===== src/hw/fft_consts.svh =====
// Fixed widths of the byte-window FFT pipeline.
// Include wherever a width or the window length is needed; the package
// builds its typedefs from these values.

`ifndef FFT_CONSTS_SVH
`define FFT_CONSTS_SVH

// Bytes held in the shifting window
`define FFT_WINDOW_LEN 8

// One input byte
`define FFT_SAMPLE_W 8

// Product of two window bytes
`define FFT_PROD_W 16

// Sum of four products with headroom
`define FFT_SUM_W 18

// Running accumulator, wraps modulo 2^24
`define FFT_ACC_W 24

`endif


===== src/hw/fft_pkg.sv =====
// Shared types of the byte-window FFT pipeline.
// Stage records travel between modules as the packed structs below.
// Modules import this package inside their bodies.

`default_nettype none

package fft_pkg;

  `include "fft_consts.svh"

  typedef logic [`FFT_SAMPLE_W-1:0] sample_t;
  typedef logic [7:0]               seq_t;  // Accepted-sample count, wraps
  typedef logic [`FFT_PROD_W-1:0]   prod_t;
  typedef logic [`FFT_SUM_W-1:0]    sum_t;
  typedef logic signed [`FFT_SUM_W-1:0] diff_t;  // Alternating sum may go negative
  typedef logic [`FFT_ACC_W-1:0]    acc_t;

  typedef struct packed {
    logic                                valid;
    sample_t [`FFT_WINDOW_LEN-1:0]       lanes;   // Lane 0 is the newest byte
    sample_t                             sample;
    seq_t                                seq;
  } window_rec_t;

  typedef struct packed {
    logic    valid;
    sum_t    sum;
    diff_t   diff;
    sample_t sample;
    seq_t    seq;
  } product_rec_t;

  // Finished record, also the top-level output
  typedef struct packed {
    sum_t    sum;
    diff_t   diff;
    acc_t    acc;
    sample_t mix;
  } result_rec_t;

  typedef enum logic [1:0] {
    SEND_IDLE,
    SEND_REQ,
    SEND_WAIT_ACK_LOW
  } send_state_t;

endpackage

`default_nettype wire


===== src/hw/sample_window.sv =====
// Input stage of the FFT pipeline.
// Accepts one byte per four-phase req/ack exchange, shifts it into the
// eight-byte window and emits a window record. Ack is only granted when
// the output slot is empty or is being taken on the same edge.

`timescale 1ns/1ns
`include "fft_consts.svh"
`default_nettype none

module sample_window (
  input  logic                clk,
  input  logic                rst_n,
  input  logic                in_req,
  input  fft_pkg::sample_t    in_sample,
  output logic                in_ack,
  input  logic                win_ready,
  output fft_pkg::window_rec_t win_rec
);

  import fft_pkg::*;

  logic room;
  logic accept;

  // Slot is free, or the next stage takes the record this cycle
  assign room   = !win_rec.valid || win_ready;
  assign accept = in_req && !in_ack && room;

  // Input handshake
  always_ff @(posedge clk or negedge rst_n) begin
    if (!rst_n) begin
      in_ack <= 1'b0;
    end else if (accept) begin
      in_ack <= 1'b1;
    end else if (!in_req) begin
      in_ack <= 1'b0;  // Return to zero once req has dropped
    end
  end

  // Window, sample count and the outgoing record.
  // The lanes double as the window storage, so they only move on accept
  always_ff @(posedge clk or negedge rst_n) begin
    if (!rst_n) begin
      win_rec <= '0;
    end else if (accept) begin
      win_rec.valid  <= 1'b1;
      win_rec.lanes  <= {win_rec.lanes[`FFT_WINDOW_LEN-2:0], in_sample};
      win_rec.sample <= in_sample;
      win_rec.seq    <= win_rec.seq + seq_t'(1);  // First sample gets 1
    end else if (win_ready) begin
      win_rec.valid <= 1'b0;  // Record taken, nothing new
    end
  end

endmodule

`default_nettype wire


===== src/hw/pair_product.sv =====
// Product stage of the FFT pipeline.
// Multiplies neighbouring window lanes in pairs (0,1), (2,3), (4,5), (6,7)
// and registers both the plain total (FFT-like) and the alternating
// signed total (DCT-like). Sample and seq pass along unchanged.

`timescale 1ns/1ns
`include "fft_consts.svh"
`default_nettype none

module pair_product (
  input  logic                  clk,
  input  logic                  rst_n,
  input  fft_pkg::window_rec_t  win_rec,
  output logic                  win_ready,
  input  logic                  prod_ready,
  output fft_pkg::product_rec_t prod_rec
);

  import fft_pkg::*;

  prod_t prods [`FFT_WINDOW_LEN/2];
  sum_t  sum_next;
  diff_t diff_next;
  logic  load;

  // Empty slot or record leaving this cycle
  assign win_ready = !prod_rec.valid || prod_ready;
  assign load      = win_rec.valid && win_ready;

  always_comb begin
    sum_next  = '0;
    diff_next = '0;
    for (int k = 0; k < `FFT_WINDOW_LEN/2; k++) begin
      prods[k] = win_rec.lanes[2*k] * win_rec.lanes[2*k+1];
      sum_next = sum_next + sum_t'(prods[k]);
      // Even pairs add, odd pairs subtract
      if (k % 2 == 0) begin
        diff_next = diff_next + diff_t'(prods[k]);
      end else begin
        diff_next = diff_next - diff_t'(prods[k]);
      end
    end
  end

  always_ff @(posedge clk or negedge rst_n) begin
    if (!rst_n) begin
      prod_rec <= '0;
    end else if (win_ready) begin
      prod_rec.valid <= win_rec.valid;
      if (load) begin
        prod_rec.sum    <= sum_next;
        prod_rec.diff   <= diff_next;
        prod_rec.sample <= win_rec.sample;
        prod_rec.seq    <= win_rec.seq;
      end
    end
  end

endmodule

`default_nettype wire


===== src/hw/running_accum.sv =====
// Accumulator stage of the FFT pipeline.
// Adds every plain sum into a wrapping 24-bit total and forms the mix byte
// from the low accumulator byte, the square-xor-self lookup of the sample
// and the sample count. Holds the finished record until it is taken.

`timescale 1ns/1ns
`include "fft_consts.svh"
`default_nettype none

module running_accum (
  input  logic                  clk,
  input  logic                  rst_n,
  input  fft_pkg::product_rec_t prod_rec,
  output logic                  prod_ready,
  input  logic                  acc_ready,
  output logic                  acc_valid,
  output fft_pkg::result_rec_t  acc_rec
);

  import fft_pkg::*;

  // Low byte of s ^ s*s, the fixed lookup table as a formula
  function automatic sample_t square_xor_self(input sample_t s);
    prod_t sq;
    sq = s * s;
    return s ^ sq[`FFT_SAMPLE_W-1:0];
  endfunction

  acc_t    acc_next;
  sample_t mix_next;
  logic    load;

  assign prod_ready = !acc_valid || acc_ready;
  assign load       = prod_rec.valid && prod_ready;

  // acc_rec.acc is the running total itself
  assign acc_next = acc_rec.acc + acc_t'(prod_rec.sum);
  assign mix_next = acc_next[`FFT_SAMPLE_W-1:0]
                  ^ square_xor_self(prod_rec.sample)
                  ^ prod_rec.seq;

  always_ff @(posedge clk or negedge rst_n) begin
    if (!rst_n) begin
      acc_valid <= 1'b0;
      acc_rec   <= '0;
    end else if (prod_ready) begin
      acc_valid <= prod_rec.valid;
      if (load) begin
        acc_rec.sum  <= prod_rec.sum;
        acc_rec.diff <= prod_rec.diff;
        acc_rec.acc  <= acc_next;  // Wraps modulo 2^24
        acc_rec.mix  <= mix_next;
      end
    end
  end

endmodule

`default_nettype wire


===== src/hw/result_port.sv =====
// Output stage of the FFT pipeline.
// Captures one finished record and offers it over a four-phase req/ack
// port. The record and req stay put until ack is seen; a new record is
// only taken after ack has returned low.

`timescale 1ns/1ns
`default_nettype none

module result_port (
  input  logic                 clk,
  input  logic                 rst_n,
  input  logic                 acc_valid,
  input  fft_pkg::result_rec_t acc_rec,
  output logic                 acc_ready,
  output logic                 out_req,
  input  logic                 out_ack,
  output fft_pkg::result_rec_t out_result
);

  import fft_pkg::*;

  send_state_t state;

  assign acc_ready = (state == SEND_IDLE);
  assign out_req   = (state == SEND_REQ);  // High from the capture edge on

  // Handshake FSM
  always_ff @(posedge clk or negedge rst_n) begin
    if (!rst_n) begin
      state <= SEND_IDLE;
    end else begin
      case (state)
        SEND_IDLE: begin
          if (acc_valid) begin
            state <= SEND_REQ;
          end
        end
        SEND_REQ: begin
          if (out_ack) begin
            state <= SEND_WAIT_ACK_LOW;  // Drop req
          end
        end
        SEND_WAIT_ACK_LOW: begin
          if (!out_ack) begin
            state <= SEND_IDLE;
          end
        end
        default: state <= SEND_IDLE;
      endcase
    end
  end

  // Held record, only written while idle
  always_ff @(posedge clk) begin
    if (acc_ready && acc_valid) begin
      out_result <= acc_rec;
    end
  end

endmodule

`default_nettype wire


===== src/hw/fft_pipeline_top.sv =====
// Top level of the byte-window FFT pipeline.
// Bytes enter over a four-phase req/ack port and each one leaves as a
// result record over a second four-phase port. Three cycles from in_ack
// to out_req when the output is not stalled.

`timescale 1ns/1ns
`default_nettype none

module fft_pipeline_top (
  input  logic                 clk,
  input  logic                 rst_n,
  input  logic                 in_req,
  input  fft_pkg::sample_t     in_sample,
  output logic                 in_ack,
  output logic                 out_req,
  input  logic                 out_ack,
  output fft_pkg::result_rec_t out_result
);

  import fft_pkg::*;

  window_rec_t  win_rec;
  logic         win_ready;
  product_rec_t prod_rec;
  logic         prod_ready;
  result_rec_t  acc_rec;
  logic         acc_valid;
  logic         acc_ready;

  sample_window sample_window_i (
    .clk       (clk),
    .rst_n     (rst_n),
    .in_req    (in_req),
    .in_sample (in_sample),
    .in_ack    (in_ack),
    .win_ready (win_ready),
    .win_rec   (win_rec)
  );

  pair_product pair_product_i (
    .clk        (clk),
    .rst_n      (rst_n),
    .win_rec    (win_rec),
    .win_ready  (win_ready),
    .prod_ready (prod_ready),
    .prod_rec   (prod_rec)
  );

  running_accum running_accum_i (
    .clk        (clk),
    .rst_n      (rst_n),
    .prod_rec   (prod_rec),
    .prod_ready (prod_ready),
    .acc_ready  (acc_ready),
    .acc_valid  (acc_valid),
    .acc_rec    (acc_rec)
  );

  result_port result_port_i (
    .clk        (clk),
    .rst_n      (rst_n),
    .acc_valid  (acc_valid),
    .acc_rec    (acc_rec),
    .acc_ready  (acc_ready),
    .out_req    (out_req),
    .out_ack    (out_ack),
    .out_result (out_result)
  );

endmodule

`default_nettype wire


===== config.mk =====
export PLATFORM = sky130hd
export DESIGN_NAME = fft_pipeline_top
export DESIGN_NICKNAME = d
export VERILOG_FILES = /design/src/hw/fft_pkg.sv /design/src/hw/sample_window.sv /design/src/hw/pair_product.sv /design/src/hw/running_accum.sv /design/src/hw/result_port.sv /design/src/hw/fft_pipeline_top.sv
export VERILOG_INCLUDE_DIRS = /design/src /design/src/hw
export SDC_FILE = /design/constraint.sdc
export NUM_CORES = 1
export LEC_CHECK = 0
export ABC_AREA = 1
export BUFFER_PORTS_ARGS = -buffer_cell sky130_fd_sc_hd__buf_2
export CAP_MARGIN = 20
export CELL_PAD_IN_SITES_DETAIL_PLACEMENT = 1
export CELL_PAD_IN_SITES_GLOBAL_PLACEMENT = 2
export CORE_UTILIZATION = 38
export DETAILED_ROUTE_END_ITERATION = 8
export GPL_TIMING_DRIVEN = 0
export PLACE_DENSITY = 0.81
export SYNTH_ARGS = -nofsm -noshare
export SYNTH_HDL_FRONTEND = slang
export SYNTH_SLANG_ARGS = --single-unit

===== constraint.sdc =====
create_clock -name clk -period 7.6 [get_ports clk]
set_input_delay 1.14 -clock clk [delete_from_list [all_inputs] [get_ports clk]]
set_output_delay 1.14 -clock clk [all_outputs]
set_load 0.05 [all_outputs]

## After elaboration in Yosys (flattened, before gate mapping)

Index checks and enable logic that the tools add are counted.

- Bits of input ports: 12
- Bits in registers: 266
- Latch bits: 0
- RAM bits: 0
- Output and inout port bits: 70
- Memories: 0
- Memory bits (read-only): 0
- Logic and storage cells: 73

- Reduce and logical (&&, ||, !) cells: 17
- Div/mod/pow operators: 0
- Multipliers: 5
- Mux-type cells: 8
- Shift-type cells: 0
- Bitwise operators: 3
- Magnitude comparators: 0
- Add/subtract/negate cells: 8
- Equality and inequality tests: 6

Operators by type and width:

| kind | count |
|---|---|
| multiplier 8 x 8 -> 16 bit | 4 |
| adder 18 x 16 -> 18 bit | 2 |
| adder 24 x 18 -> 24 bit | 1 |
| bitwise XOR 8 bit | 3 |
| adder 18 x 17 -> 18 bit | 1 |
| subtractor 18 x 17 -> 18 bit | 1 |
| adder 16 x 16 -> 17 bit | 1 |
| subtractor 16 x 16 -> 17 bit | 1 |
| adder 8 x 1 -> 8 bit (second input constant) | 1 |
| multiplier 8 x 8 -> 8 bit | 1 |
| two-way mux 2 bit | 3 |
| one-hot mux 2 bit (3 select lines) | 1 |
| logical AND 1 bit | 5 |
| zero test 1 bit | 4 |
| two-way mux 1 bit | 4 |
| inequality test 2 x 1 -> 1 bit (second input constant) | 2 |
| inequality test 2 bit (second input constant) | 2 |
| AND reduction 2 bit | 2 |
| logical OR 1 bit | 3 |
| AND reduction 3 bit | 1 |
| equality test 2 x 1 -> 1 bit (second input constant) | 1 |
| equality test 2 bit (second input constant) | 1 |
| zero test 2 bit | 1 |
| nonzero test 2 bit | 1 |

## Longest topological paths before layout

- Depth after elaboration: 6
- Depth in mapped cells: 40

## Modules after synthesis

From an unflattened synthesis, not the netlist that was laid out.

- Cells, all modules: 3359
- Area total of the unflattened synthesis: 25284.2 µm²

Modules (own cells, without submodules):

| module | seq. area each (µm²) | times used | cells an instance | area an instance (µm²) |
|---|---|---|---|---|
| pair_product | 1326.3 | 1 | 2309 | 15451.1 |
| running_accum | 1726.7 | 1 | 662 | 4743.3 |
| sample_window | 1851.8 | 1 | 306 | 2949.1 |
| result_port | 2092.0 | 1 | 82 | 2140.8 |

## Least setup slack after synthesis

Ideal clock, no wire load.

- Path kind: reg2reg
- Start: reg, netlist name sample_window_i.win_rec[37]
- End: reg, netlist name pair_product_i.prod_rec[48]
- Setup time: 0.117 ns
- Slack: 1.147 ns
- Required time: 7.483 ns
- Clock period less this slack: 6.453 ns
- Arrival time: 6.335 ns
- Buffers on the path: 1
- Cell stages (with the launch flop): 36
- Cell sequence: dfrtp_1 > clkbuf_1 > nand2_1 > fa_1 > fa_1 > inv_1 > fa_1 > inv_1 > fa_1 > inv_1 > ha_1 > inv_1 > o21ai_0 > a21oi_1 > nand2_1 > a21oi_1 > xor2_1 > ha_1 > inv_1 > a21o_1 > o21bai_1 > a21oi_1 > nand2_1 > nand2_1 > nand2_1 > fa_1 > inv_1 > ha_1 > nand2_1 > nor2_1 > nor3b_1 > nand2_1 > nand2_1 > nand2_1 > nand3_1 > nand2_1

- Word-level cells in the longest chain between the ends: 4

Ends and longest elaborated chain:

| item | RTL line | RTL |
|---|---|---|
| multiplier 8 x 8 -> 16 bit | pair_product.sv:34 | `prods[k] = win_rec.lanes[2*k] * win_rec.lanes[2*k+1];` |
| adder 16 x 16 -> 17 bit | pair_product.sv:35 | `sum_next = sum_next + sum_t'(prods[k]);` |
| adder 18 x 16 -> 18 bit (2 in a row) | pair_product.sv:35 |  |

Every way passes these cells.
A chain may end at the register's enable or synchronous reset.

## Worst setup path after layout

- Start: reg, netlist name sample_window_i.win_rec[19]
- End: reg, netlist name pair_product_i.prod_rec[50]

- Word-level cells in the longest chain between the ends: 4

Ends and longest elaborated chain:

| item | RTL line |
|---|---|
| multiplier 8 x 8 -> 16 bit | pair_product.sv:34 |
| adder 16 x 16 -> 17 bit | pair_product.sv:35 |
| adder 18 x 16 -> 18 bit (2 in a row) | pair_product.sv:35 |

Every way passes these cells.

==> flow_summary.json <==
{
  "grt_pass1_wl_um": 118100,
  "ant_nets": 0,
  "synthTopCellsByArea": "dfrtp_1, nand2_1, fa_1",
  "yosysUniqueCellTypes": 44,
  "dr.pass1.iters": 4,
  "hold_violations": 0,
  "ys_async_sr_fraction_pct": 74.44,
  "cts_sinks": 266,
  "skew_ps": 25.24,
  "cp.required_ps": 8060,
  "syn_area_mm2": 0.02487,
  "critPathCaptureType": "register",
  "grt_usage_pct": 22.09,
  "crit_path_top_delay_cell": "fa_1",
  "synth_warnings": 0,
  "cts_inserted_buffers": 31,
  "cap_violations": 0,
  "utilization_pct": 42.73,
  "portBuffers": 81,
  "cts_tree": "built",
  "via_count": 20585,
  "path_max_fanout": 7,
  "finalMaxSlewViolations": 0,
  "max_slew_margin_pct": 38.83,
  "cts_buffer_depth": 3,
  "core-area_mm2": 0.06458,
  "antenna_found_initial": 0,
  "finalNetCount": 3811,
  "drive_gt1_share_pct": 7.955,
  "status": "finished clean",
  "area_growth_syn_to_layout_pct": 10.95,
  "dieArea_mm2": 0.06648,
  "clk_pin_slew_ps": 60,
  "max_stage_delay_ps": 550,
  "clockRootBuffer": "clkbuf_16",
  "grt_overflow": 0,
  "initial_core_util_pct": 38.51,
  "hp-class": "reg2reg",
  "grt_pass1_vias": 22474,
  "fmax_mhz": 138.9,
  "htree_num_levels": 1,
  "wl_um": 71190,
  "path_class": "reg2reg",
  "synth-seq-cells": 266,
  "min_period_ps": 7199,
  "synthTopCellsByCount": "nand2_1, inv_1, ha_1, dfrtp_1, fa_1",
  "synth_edf_count": 68,
  "avgSynthCellArea_um2": 7.639,
  "insertion_delay_ps": 590,
  "vias_per_cell": 4.842,
  "rows": 93,
  "route.detailed.drc": 0,
  "synth.most_common_cell": "nand2_1",
  "die_x_um": 257.8,
  "synth_seq_area_share_pct": 28.13,
  "worst_pin_slew_ps": 917.5,
  "synthFlopType": "dfrtp_1",
  "worst_slack_ps": 401.2,
  "place.gp.congestion": 0.9287,
  "grt_max_degree": 101,
  "setup-tns-final_ps": 0,
  "synth_top_cell_area_share_pct": 19.92,
  "fill_cells": 8097,
  "fin_crit_sh_pct": 94.72,
  "io_pins": 82,
  "critPathArrivalTime_ps": 7660,
  "die_h_um": 257.8,
  "setup_viol": 0,
  "rsz0062_at_grt": "no",
  "synthCells": 3256,
  "yosys.area.top_type": "dfrtp_1",
  "crit_path_frequent_cell": "nand2_1",
  "syn_nets": 3697,
  "dp_hpwl_um": 59050,
  "dp_slack_ps": -13.22,
  "crit_path_start_kind": "register",
  "detail_route.wl_per_cell_um": 16.75,
  "drt_iter0_drc": 861
}
==> worst paths after layout <==
path / start / to / slack, ps / depth (start not counted)
setup / recovery: sample_window_i.win_rec[19] / pair_product_i.prod_rec[50] / 400 / 32
hold / removal: running_accum_i.acc_rec[61] / result_port_i.out_result[61] / 450 / 0
setup reg to reg: sample_window_i.win_rec[19] / pair_product_i.prod_rec[50] / 400 / 32
hold reg to reg: running_accum_i.acc_rec[61] / result_port_i.out_result[61] / 450 / 0
max in group asynchronous: rst_n / sample_window_i.win_rec[44] / 6040 / 2
min in group asynchronous: rst_n / running_accum_i.acc_rec[31] / 510 / 1
==> stage by stage <==
stage	hold slack, ps	cells	instance area [um2]
after floorplan	425.3	3256	24870
after global placement	433.6	4192	26350
after detailed placement	435.2	4194	26410
after CTS	450.5	4249	27410
after global routing	460.5	4249	27590
final	448.6	4251	27600
==> critical path: cells and delay by family (launching register included) <==
family / cells / cell delay (ps)
fa+ha+maj: 8 / 3480
xor+xnor: 1 / 270
buf+inv: 6 / 550
compound gates: 5 / 870
flops: 1 / 480
simple gates: 12 / 1430
==> metal layers <==
layer / track usage, % / share of wire, %
met1: 27.86 / 45
met2: 39.95 / 50
met3: 2.110 / 2.6
met5: 0 / 0
met4: 6.197 / 2.7
==> kinds of logic after synthesis <==
| family | share of synthesized area [%] |
|---|---|
| fa+ha+maj | 27.29 |
| xor+xnor | 3.380 |
| flops | 28.13 |
| compound gates | 5.860 |
| buf+inv | 12.77 |
| simple gates | 22.57 |
==> placed cells by master (no fill, tap or decap), types with 41 or more instances in the layout <==
master       n
clkbuf_1    41
o21ai_0     96
nor2_1     100
nand2_1   1039
fa_1       189
ha_1       239
nand3_1    136
xor2_1      73
inv_1      693
dfrtp_1    177
buf_2      108
edfxtp_1    68
a21oi_1    114
==> registers in the layout, indices dropped and copies added, names as in the netlist <==
register,count
sample_window_i.win_rec,73
result_port_i.state,2
sample_window_i.in_ack,1
running_accum_i.acc_rec,68
running_accum_i.acc_valid,1
result_port_i.out_result,68
pair_product_i.prod_rec,53
==> repair_timing <==
| item | in CTS | in global routing |
|---|---|---|
| hold buffers | 0 | 0 |
| gates resized for setup | 0 | 36 |
| endpoints found under the setup margin | 3 | 13 |
| buffers inserted | 0 | 26 |
| pin swaps | 0 | 0 |
==> cell type report <==
| type | count | area [um2] | area share (%) |
|---|---|---|---|
| Tap cell | 855 | 1070 | 3.877 |
| Clock inverter | 22 | 190.2 | 0.6892 |
| Inverter | 698 | 2620 | 9.494 |
| Buffer | 85 | 451.7 | 1.637 |
| Multi-Input combinational cell | 2179 | 14770 | 53.51 |
| Antenna cell | 2 | 5.005 | 0.01814 |
| Sequential cell | 266 | 7023 | 25.45 |
| Clock buffer | 35 | 810.8 | 2.938 |
| Timing Repair Buffer | 109 | 658.1 | 2.385 |
Power is not shown: default switching activity piles up to over one toggle a cycle in this logic, so the estimate is an artifact.
